$ cat config.mk
export PLATFORM = sky130hd
export DESIGN_NAME = conv_top
export DESIGN_NICKNAME = d
export VERILOG_FILES = /design/src/design/conv_ctrl_pkg.sv /design/src/design/conv_stream_pkg.sv /design/src/design/n_delay.sv /design/src/design/pixel_input_stage.sv /design/src/design/processing_element.sv /design/src/design/conv_engine.sv /design/src/design/result_serializer.sv /design/src/design/conv_top.sv
export VERILOG_INCLUDE_DIRS = /design/src /design/src/include
export SDC_FILE = /design/constraint.sdc
export NUM_CORES = 2
export LEC_CHECK = 0
export ABC_AREA = 1
export BUFFER_PORTS_ARGS = -buffer_cell sky130_fd_sc_hd__buf_2
export CAP_MARGIN = 10
export CELL_PAD_IN_SITES_DETAIL_PLACEMENT = 1
export CELL_PAD_IN_SITES_GLOBAL_PLACEMENT = 2
export CORE_UTILIZATION = 36
export DETAILED_ROUTE_END_ITERATION = 8
export PLACE_DENSITY = 0.79
export SETUP_SLACK_MARGIN = 0.5
export SLEW_MARGIN = 20
export SYNTH_ARGS = -nofsm -noshare
export SYNTH_HDL_FRONTEND = slang
export SYNTH_SLANG_ARGS = --single-unit
$ cat constraint.sdc
create_clock -name clk -period 9.9 [get_ports clk]
set_input_delay 0.99 -clock clk [delete_from_list [all_inputs] [get_ports clk]]
set_output_delay 0.99 -clock clk [all_outputs]
set_load 0.01 [all_outputs]
$ cat src/include/conv_consts.svh
`ifndef CONV_CONSTS_SVH
`define CONV_CONSTS_SVH

// size of the multiply-accumulate grid
`define ROWS 2
`define COLS 4

// pixels and weights share one signed width
`define WORD_WIDTH 8
`define WORD_WIDTH_ACC 24

// pipeline depths in enabled cycles
`define LATENCY_MULTIPLIER 2
`define LATENCY_ACCUMULATOR 1

`endif

$ cat src/design/conv_ctrl_pkg.sv
`default_nettype none

package conv_ctrl_pkg;

  // position of a beat inside one accumulation group
  typedef enum logic [1:0] {
    OP_START  = 2'd0,
    OP_CONT   = 2'd1,
    OP_END    = 2'd2,
    OP_SINGLE = 2'd3 // starts and ends a sum on the same beat
  } beat_op_e;

  typedef enum logic {
    IDLE = 1'b0,
    SEND = 1'b1
  } ser_state_e;

endpackage

`default_nettype wire

$ cat src/design/conv_stream_pkg.sv
`default_nettype none

`include "conv_consts.svh"

package conv_stream_pkg;

  typedef logic signed [`WORD_WIDTH-1:0] word_t;
  typedef logic signed [`WORD_WIDTH_ACC-1:0] acc_t;
  typedef logic [$clog2(`COLS)-1:0] col_idx_t;

  typedef word_t [`ROWS-1:0] pixel_vec_t;
  typedef word_t [`COLS-1:0] weight_vec_t;

  // one accumulator per row, as seen by a single weight column
  typedef acc_t [`ROWS-1:0] acc_col_t;

  typedef struct packed {
    pixel_vec_t               pixels;
    weight_vec_t              weights;
    conv_ctrl_pkg::beat_op_e  op;
  } in_beat_st;

  typedef struct packed {
    acc_col_t [`COLS-1:0] cols;
  } result_st;

  typedef struct packed {
    acc_col_t acc;
    col_idx_t col_index;
  } out_beat_st;

endpackage

`default_nettype wire

$ cat src/design/n_delay.sv
`timescale 1ns/10ps
`default_nettype none

module n_delay #(
  parameter int N     = 1,
  parameter int WIDTH = 1
) (
  input  logic             clk,
  input  logic             rst,
  input  logic             clken,
  input  logic [WIDTH-1:0] data_in,
  output logic [WIDTH-1:0] data_out
);

  generate
    if (N == 0) begin : g_bypass
      assign data_out = data_in; // zero depth is a plain wire
    end else begin : g_shift
      logic [N-1:0][WIDTH-1:0] stages;

      always_ff @(posedge clk) begin
        if (rst) begin
          stages <= '0;
        end else if (clken) begin
          stages[0] <= data_in;
          for (int i = 1; i < N; i++) begin
            stages[i] <= stages[i-1];
          end
        end
      end

      assign data_out = stages[N-1];
    end
  endgenerate

endmodule

`default_nettype wire

$ cat src/design/pixel_input_stage.sv
`timescale 1ns/10ps
`default_nettype none

module pixel_input_stage (
  input  logic                      clk,
  input  logic                      rst,
  input  logic                      clken,
  input  logic                      in_valid,
  output logic                      in_ready,
  input  conv_stream_pkg::in_beat_st in_beat,
  output logic                      eng_valid,
  output conv_stream_pkg::in_beat_st eng_beat
);

  import conv_stream_pkg::*;

  in_beat_st skid_beat;
  logic      skid_valid;
  logic      push;
  logic      pop;
  logic      load_out;

  // ready comes straight from a flop so the upstream path stays short
  assign in_ready = !skid_valid;
  assign push     = in_valid && in_ready;
  assign pop      = eng_valid && clken;
  assign load_out = !eng_valid || pop; // output slot is empty or drains this cycle

  always_ff @(posedge clk) begin
    if (rst) begin
      eng_valid  <= 1'b0;
      skid_valid <= 1'b0;
    end else if (load_out) begin
      eng_valid  <= skid_valid || push;
      skid_valid <= 1'b0;
    end else if (push) begin
      skid_valid <= 1'b1; // engine stalled, park the beat
    end
  end

  // a parked beat always goes out before anything newer
  always_ff @(posedge clk) begin
    if (load_out) begin
      eng_beat <= skid_valid ? skid_beat : in_beat;
    end
    if (!load_out && push) begin
      skid_beat <= in_beat;
    end
  end

endmodule

`default_nettype wire

$ cat src/design/processing_element.sv
`timescale 1ns/10ps
`default_nettype none

`include "conv_consts.svh"

module processing_element (
  input  logic                              clk,
  input  logic                              rst,
  input  logic                              clken,
  input  logic signed [`WORD_WIDTH-1:0]     pixel,
  input  logic signed [`WORD_WIDTH-1:0]     weight,
  input  logic                              mul_valid_in,
  input  logic                              start,
  output logic signed [`WORD_WIDTH_ACC-1:0] acc
);

  localparam int W     = `WORD_WIDTH;
  localparam int ACC_W = `WORD_WIDTH_ACC;
  localparam int LM    = `LATENCY_MULTIPLIER;

  logic                    nz;
  logic [2*W-1:0]          operands_q;
  logic signed [W-1:0]     pixel_q;
  logic signed [W-1:0]     weight_q;
  logic [1:0]              flags_q;
  logic signed [2*W-1:0]   prod;
  logic                    prod_valid;
  logic                    prod_nz;
  logic signed [ACC_W-1:0] prod_ext;

  assign nz = (|pixel) && (|weight);

  // all stages before the product register
  n_delay #(.N(LM-1), .WIDTH(2*W)) u_operands (
    .clk      (clk),
    .rst      (rst),
    .clken    (clken),
    .data_in  ({pixel, weight}),
    .data_out (operands_q)
  );

  n_delay #(.N(LM-1), .WIDTH(2)) u_valid (
    .clk      (clk),
    .rst      (rst),
    .clken    (clken),
    .data_in  ({mul_valid_in, nz}),
    .data_out (flags_q)
  );

  assign pixel_q  = operands_q[2*W-1:W];
  assign weight_q = operands_q[W-1:0];

  always_ff @(posedge clk) begin
    if (rst) begin
      prod_valid <= 1'b0;
      prod_nz    <= 1'b0;
    end else if (clken) begin
      prod_valid <= flags_q[1];
      prod_nz    <= flags_q[1] && flags_q[0];
    end
  end

  // a zero operand leaves the product register untouched
  always_ff @(posedge clk) begin
    if (clken && flags_q[1] && flags_q[0]) begin
      prod <= pixel_q * weight_q;
    end
  end

  always_comb begin
    prod_ext = '0;
    if (prod_nz) prod_ext = ACC_W'(prod); // sign extends, stale product is masked
  end

  always_ff @(posedge clk) begin
    if (clken && prod_valid) begin
      if (start) acc <= prod_ext;
      else       acc <= acc + prod_ext; // wraps at the accumulator width
    end
  end

endmodule

`default_nettype wire

$ cat src/design/conv_engine.sv
`timescale 1ns/10ps
`default_nettype none

`include "conv_consts.svh"

module conv_engine (
  input  logic                       clk,
  input  logic                       rst,
  input  logic                       clken,
  input  logic                       eng_valid,
  input  conv_stream_pkg::in_beat_st eng_beat,
  output logic                       res_pending,
  output logic                       res_valid,
  output conv_stream_pkg::result_st  res_grid
);

  import conv_ctrl_pkg::*;
  import conv_stream_pkg::*;

  localparam int ROWS = `ROWS;
  localparam int COLS = `COLS;
  localparam int LM   = `LATENCY_MULTIPLIER;
  localparam int LA   = `LATENCY_ACCUMULATOR;

  logic                 beat_start;
  logic                 beat_end;
  logic [2:0]           mul_ctrl;
  logic                 mul_valid;
  logic                 mul_start;
  logic                 mul_end;
  acc_col_t [COLS-1:0]  acc_grid;

  assign beat_start = (eng_beat.op == OP_START) || (eng_beat.op == OP_SINGLE);
  assign beat_end   = (eng_beat.op == OP_END) || (eng_beat.op == OP_SINGLE);

  // control travels with the operands so it lines up with the products
  n_delay #(.N(LM), .WIDTH(3)) u_mul_ctrl (
    .clk      (clk),
    .rst      (rst),
    .clken    (clken),
    .data_in  ({eng_valid, beat_start, beat_end}),
    .data_out (mul_ctrl)
  );

  assign mul_valid = mul_ctrl[2];
  assign mul_start = mul_ctrl[1];
  assign mul_end   = mul_ctrl[0];

  // the last product of a sum is at the accumulator inputs
  assign res_pending = mul_valid && mul_end;

  n_delay #(.N(LA), .WIDTH(1)) u_acc_ctrl (
    .clk      (clk),
    .rst      (rst),
    .clken    (clken),
    .data_in  (res_pending),
    .data_out (res_valid)
  );

  generate
    for (genvar c = 0; c < COLS; c++) begin : g_col
      for (genvar r = 0; r < ROWS; r++) begin : g_row
        processing_element u_pe (
          .clk          (clk),
          .rst          (rst),
          .clken        (clken),
          .pixel        (eng_beat.pixels[r]),
          .weight       (eng_beat.weights[c]),
          .mul_valid_in (eng_valid),
          .start        (mul_start),
          .acc          (acc_grid[c][r])
        );
      end
    end
  endgenerate

  assign res_grid.cols = acc_grid; // read straight off the accumulators

endmodule

`default_nettype wire

$ cat src/design/result_serializer.sv
`timescale 1ns/10ps
`default_nettype none

`include "conv_consts.svh"

module result_serializer (
  input  logic                        clk,
  input  logic                        rst,
  input  logic                        res_valid,
  input  conv_stream_pkg::result_st   res_grid,
  output logic                        accept,
  output logic                        out_valid,
  output logic                        out_last,
  input  logic                        out_ready,
  output conv_stream_pkg::out_beat_st out_beat
);

  import conv_ctrl_pkg::*;
  import conv_stream_pkg::*;

  localparam int COLS = `COLS;

  ser_state_e state;
  col_idx_t   col;
  result_st   grid;
  logic       last_col;
  logic       capture;

  assign last_col  = (col == col_idx_t'(COLS-1));
  assign out_valid = (state == SEND);
  assign out_last  = out_valid && last_col;

  // free now, or free after the column leaving this cycle
  assign accept  = (state == IDLE) || (out_last && out_ready);
  assign capture = res_valid && accept;

  always_comb begin
    out_beat.acc       = grid.cols[col];
    out_beat.col_index = col;
  end

  always_ff @(posedge clk) begin
    if (rst) begin
      state <= IDLE;
      col   <= '0;
    end else if (capture) begin
      state <= SEND; // a new grid can follow the last column directly
      col   <= '0;
    end else if (out_valid && out_ready) begin
      if (last_col) state <= IDLE;
      col <= col + 1'b1;
    end
  end

  always_ff @(posedge clk) begin
    if (capture) begin
      grid <= res_grid;
    end
  end

endmodule

`default_nettype wire

$ cat src/design/conv_top.sv
`timescale 1ns/10ps
`default_nettype none

module conv_top (
  input  logic                        clk,
  input  logic                        rst,
  input  logic                        in_valid,
  output logic                        in_ready,
  input  conv_stream_pkg::in_beat_st  in_beat,
  output logic                        out_valid,
  input  logic                        out_ready,
  output conv_stream_pkg::out_beat_st out_beat,
  output logic                        out_last
);

  import conv_stream_pkg::*;

  logic      clken;
  logic      eng_valid;
  in_beat_st eng_beat;
  logic      res_pending;
  logic      res_valid;
  result_st  res_grid;
  logic      accept;

  // the whole engine stalls only when a finished sum has nowhere to go
  assign clken = accept || !res_pending;

  pixel_input_stage u_input (
    .clk       (clk),
    .rst       (rst),
    .clken     (clken),
    .in_valid  (in_valid),
    .in_ready  (in_ready),
    .in_beat   (in_beat),
    .eng_valid (eng_valid),
    .eng_beat  (eng_beat)
  );

  conv_engine u_engine (
    .clk         (clk),
    .rst         (rst),
    .clken       (clken),
    .eng_valid   (eng_valid),
    .eng_beat    (eng_beat),
    .res_pending (res_pending),
    .res_valid   (res_valid),
    .res_grid    (res_grid)
  );

  result_serializer u_serializer (
    .clk       (clk),
    .rst       (rst),
    .res_valid (res_valid),
    .res_grid  (res_grid),
    .accept    (accept),
    .out_valid (out_valid),
    .out_last  (out_last),
    .out_ready (out_ready),
    .out_beat  (out_beat)
  );

endmodule

`default_nettype wire

Word level (Yosys, flattened, before mapping) --
Index checks and enable logic that the tools add are counted. W data, S select, Z words.
Word-level totals: bits in registers 784, bits of input ports 54, word-level logic and storage cells 191
Operators by class: add/subtract/negate cells 9, $mul 8, order comparisons 1, eq/ne operators 3, multiplexer cells 22, bitwise logic cells 1, reductions and logical operators 70
Operators with widths (number):
- $mux W24 | 16
- $add A24 B24 Y24 | 8
- $mul A8 B8 Y16 | 8
- $bmux W48 S2 | 1
- $mux W50 | 1
- $logic_and A1 B1 Y1 | 48
- $mux W48 | 1
- $reduce_or A8 Y1 | 6
- $eq A2 B2 Y1 const B | 3
- $logic_or A1 B1 Y1 | 6
- $logic_not A1 Y1 | 4
- $reduce_bool A2 Y1 | 2
- $reduce_or A2 Y1 | 2
- $lt A2 B3 Y1 const B | 1
- $mux W1 | 3
- $add A2 B1 Y2 const B | 1
- $logic_not A2 Y1 | 1
- $reduce_and A2 Y1 | 1
- $not A1 Y1 | 1

Logic depth before layout (Yosys ltp) --
depth in word-level cells 9, mapped depth 22, gate-level depth less buffers 20

Hierarchy --
Synthesis repeated with hierarchy kept, for this count alone.
Unflattened totals: cell total of the unflattened synthesis 8782, area total of the unflattened synthesis 66571.3 µm²
By module, submodules not included:
- processing_element at u_engine.g_col[2].g_row[1].u_pe ... | instances 2, cells each 862, area an instance 6078.3 µm², sequential area each 1241.2 µm²
- processing_element at u_engine.g_col[0].g_row[0].u_pe ... | instances 2, cells each 866, area an instance 6047.0 µm², sequential area each 1241.2 µm²
- result_serializer | instances 1, cells each 634, area an instance 7811.2 µm², sequential area each 5825.6 µm²
- processing_element at u_engine.g_col[3].g_row[1].u_pe | instances 1, cells each 862, area an instance 6095.8 µm², sequential area each 1241.2 µm²
- processing_element at u_engine.g_col[2].g_row[0].u_pe | instances 1, cells each 863, area an instance 6075.8 µm², sequential area each 1241.2 µm²
- processing_element at u_engine.g_col[1].g_row[1].u_pe | instances 1, cells each 867, area an instance 6062.1 µm², sequential area each 1241.2 µm²
- processing_element at u_engine.g_col[1].g_row[0].u_pe | instances 1, cells each 856, area an instance 6058.3 µm², sequential area each 1241.2 µm²
- n_delay at u_engine.g_col[0].g_row[0].u_pe.u_operands ... | instances 8, cells each 101, area an instance 670.6 µm², sequential area each 320.3 µm²
- pixel_input_stage | instances 1, cells each 274, area an instance 3831.2 µm², sequential area each 3042.9 µm²
- n_delay at u_engine.g_col[0].g_row[0].u_pe.u_valid ... | instances 8, cells each 13, area an instance 81.3 µm², sequential area each 40.0 µm²
- n_delay at u_engine.u_mul_ctrl | instances 1, cells each 41, area an instance 270.3 µm², sequential area each 120.1 µm²
- conv_engine | instances 1, cells each 8, area an instance 47.5 µm², sequential area each 0.0 µm²
- n_delay at u_engine.u_acc_ctrl | instances 1, cells each 7, area an instance 45.0 µm², sequential area each 20.0 µm²
- conv_top | instances 1, cells each 2, area an instance 7.5 µm², sequential area each 0.0 µm²

Least setup slack after synthesis --
No wires, ideal clock.
kind input port to flip-flop, start in out_ready, end reg u_engine.g_col[0].g_row[0].u_pe.acc[0], enable pin, data arrival time 9.366 ns, setup slack -0.214 ns, cell stages on the path 5, buffers on the path 1, cell sequence nand2_1 nand2_2 nor2_4 clkbuf_1 nor2_1
Between the ends: cells in the longest elaborated chain, start to end 4
RTL lines:
- start: declaration | RTL line conv_top.sv:11 | input logic out_ready,
- $logic_and A1 B1 Y1 | RTL line result_serializer.sv:34 | assign accept = (state == IDLE) || (out_last && out_ready);
- $logic_or A1 B1 Y1 | RTL line result_serializer.sv:34
- $logic_or A1 B1 Y1 | RTL line conv_top.sv:27 | assign clken = accept || !res_pending;
- $logic_and A1 B1 Y1 | RTL line processing_element.sv:76 | if (clken && prod_valid) begin
- end signal: assignment | RTL line processing_element.sv:77 | if (start) acc <= prod_ext;
- end signal: assignment | RTL line processing_element.sv:78 | else acc <= acc + prod_ext;
- end: declaration | RTL line processing_element.sv:14 | output logic signed [`WORD_WIDTH_ACC-1:0] acc
Every way passes these cells. A chain may end at the register's enable or synchronous reset.

==> results.ini <==
[cts]
clk_pin_slew_worst_paths_ps=70
cts_tree=built
cts_setup_buffers=0
cts_repair_resize_count=0
cts_made_buffers=88
clock_sink_count=688
cts-htree-levels=3
max-clock-path-buffers=3
cts_hold_repair.buffers=0
clk-insertion-delay-late_ps=720
ctsRootBufferMaster=clkbuf_16

[grt]
largest_net_degree_at_the_start_of_global_routing=92
grt_overflow_total=0
grt_pass1_vias=52100
grt_pass1_wl_um=307000
gr-usage-all-layers_pct=23.3
antenna_found_initial=8

[detailed_routing]
postRouteAntennaNets=0
drtPass1Iterations=7
route.met2.wl_um=85300
highest-signal-layer=met5
route.layer.met1.wl_um=97800
wire_per_inst_um=19.3
vias=49100
first_iter_violations=3176
routed-wl-met3_um=7760
routed_wirelength_um=195000
detail_route.drc_violations=0
route.detailed.vias_per_inst=4.87

[job]
max_cap_viol_count=0

[yosys]
synth_edf_count=612
ys_dominant_reg_cell=edfxtp_1
synth.lib_cells_used.distinct=44
synth.yosys.seq_area_share_pct=32.8
synthMostInstantiatedCell=nand2_1
yosys_warnings=0
yosys_register_bits=688
avgSynthCellArea_um2=7.77
synthDominantAreaCellType=edfxtp_1
synth.top_cells.by_area=edfxtp_1 (30%), fa_1 (15%), nand2_1 (15%)
netlist_top_cells_count=nand2_1 (2,367), inv_1 (1,861), edfxtp_1 (612)
synthArstFlopShare_pct=0
synthesis.area_um2=60800
synth_nets=8738
yosys.area.top_type_share_pct=30.2
syn_inst=7817

[die]
coreArea_um2=167000
initial_core_util_pct=36.3
die_x_um=413
boundaryPins=107
die_y_um=413
placementRows=150
die-area_um2=170000

[cells_and_area]
final_core_util_pct=39.6
design.final.nets=8734
layout-drive-gt1-share_pct=5.00
stdcell_count=10100
syn2layout_area_growth_pct=9.21

[pwr]
p_leak_nw=35.5
ir_drop_worst_vdd_uv=123
overall_power_consumption_w=0.00824
power.density_nw_per_um2=124

[critical_path]
r2r_end=u_engine.g_col[3].g_row[0].u_pe.prod[15]$_DFFE_PP_
worstSetupPathType=reg2reg
critPathCaptureType=register
arrival_ps=5410
critPathMaxFanout=17
cp-start-kind=register
worst-r2r-setup-slack_ps=4930
cp.required_ps=10350
ff2ff_path_depth=16

[placed_design]
io_buffer_count=106
routabilityCongestion=0.860
numPlacedInstances=9927
dp_hpwl_um=152000

[sta]
grt_setup_unrepaired=false
max_clock_freq_mhz=201
fin_setup_tns_ps=0
setup-violations-final=0
final_hold_viol_count=0
maxSlewViolCount=0
timing.slew.headroom_pct=20.2
post-route-period-util_pct=50.2
worst-slew-pin-transition_ps=1200
fin_hold_ws_ps=438
fin_skew_ps=42.5
post_route_minimum_period_ps=4970

[outcome]
result_of_the_run=complete, no violations

[worst_hold_path]
worst_hold_startpoint=u_engine.g_col[1].g_row[1].u_pe.acc[10]$_DFFE_PP_
holdPathEnd=u_serializer.grid[82]$_DFFE_PP_
hold_path_depth=0
worst_hold_path_type=reg2reg

[registers in the layout, summed over array words and instances (netlist names), 2 cells and up]
register	flops
u_engine.g_col.g_row.u_pe.prod_nz	8
u_engine.u_mul_ctrl.data_out	2
u_engine.g_col.g_row.u_pe.acc	192
u_input.skid_beat	50
u_engine.u_mul_ctrl.g_shift.stages	2
u_serializer.grid	192
u_engine.g_col.g_row.u_pe.prod	128
u_engine.g_col.g_row.u_pe.u_operands.data_out	48
u_input.eng_beat	50
u_serializer.col	2
u_engine.g_col.g_row.u_pe.u_valid.data_out	9
[where the power goes]
group	total (W)	internal (W)	switching (W)	leakage, nW
sequential	0.00335	0.00326	0.0000843	6.28
combinational	0.00151	0.000537	0.000973	27.8
clock	0.00338	0.00197	0.00140	1.43
[layout make-up]
| type | instances | area (um^2) |
|---|---|---|
| Fill cell | 20500 | 101000 |
| Multi-Input combinational cell | 5020 | 32800 |
| Sequential cell | 688 | 19900 |
| Inverter | 1865 | 7010 |
| Tap cell | 2204 | 2760 |
| Clock buffer | 107 | 2320 |
| Timing Repair Buffer | 150 | 861 |
| Clock inverter | 56 | 652 |
| Antenna cell | 1 | 2.50 |
[worst max path at each step]
stage / startpoint / to / depth (start not counted)
global placement: register / u_engine.g_col[2].g_row[0].u_pe.prod[15]$_DFFE_PP_ / 17
detailed placement: register / u_engine.g_col[3].g_row[0].u_pe.prod[15]$_DFFE_PP_ / 17
finish: register / u_engine.g_col[3].g_row[0].u_pe.prod[15]$_DFFE_PP_ / 16
global route: register / u_engine.g_col[3].g_row[0].u_pe.prod[15]$_DFFE_PP_ / 17
CTS: register / u_engine.g_col[3].g_row[0].u_pe.prod[15]$_DFFE_PP_ / 16
floorplan: out_ready / u_engine.g_col[0].g_row[0].u_pe.acc[0]$_DFFE_PP_ / 5
[through the flow]
step,setup slack [ps],instance area [um^2]
after floorplan,3040,60800
after global routing,4630,66400
after CTS,4900,66300
final,4930,66400
after global placement,5000,63400
after detailed placement,4910,63400
[routing by layer]
| metal | vias up | GRT usage (%) |
|---|---|---|
| met5 | - | 0 |
| met4 | 2 | 4.66 |
| met3 | 190 | 2.81 |
| met2 | 807 | 36.7 |
| met1 | 24300 | 34.3 |
| li1 | 23900 | - |
[logic make-up after synthesis]
family                     count (synthesis)  share of synthesized area (%)
DFF                                      688                           32.8
adders and majority gates                867                           23.4
and+or+nand+nor                         3391                           23.0
AOI/OAI and AO/OA                        594                           5.24
buffers and inverters                   2109                           13.2
xor gates and xnor gates                 168                           2.42
[worst max-delay path: stages (launching register included)]
cell and delay, ps:
dfxtp_1 970, nand2_1 230, fa_1 680, inv_1 120, fa_1 510, inv_1 50
fa_1 500, inv_1 60, fa_1 460, ha_1 360, inv_1 70, nor3_1 270
nand3_1 130, nand3_1 130, inv_1 50, nand2_1 60, nand2_1 50
[layout by cell type, fill, tap and decap left out, drive strengths merged]
cell type	instances
a31oi	22
nand3	310
clkinv	34
o21ai	299
edfxtp	612
fa	448
dfxtp	76
o211ai	2
xnor2	93
nand4	74
buf	150
nor4	12
clkinvlp	9
nand3b	61
diode	1
or2	20
nor3	30
bufinv	11
nand2	2395
o21bai	22
and2	18
nor2	471
ha	419
clkbuf	107
inv	1867
o22ai	56
o31ai	5
a21oi	188
xor2	75
(Power assumes the default switching activity.)
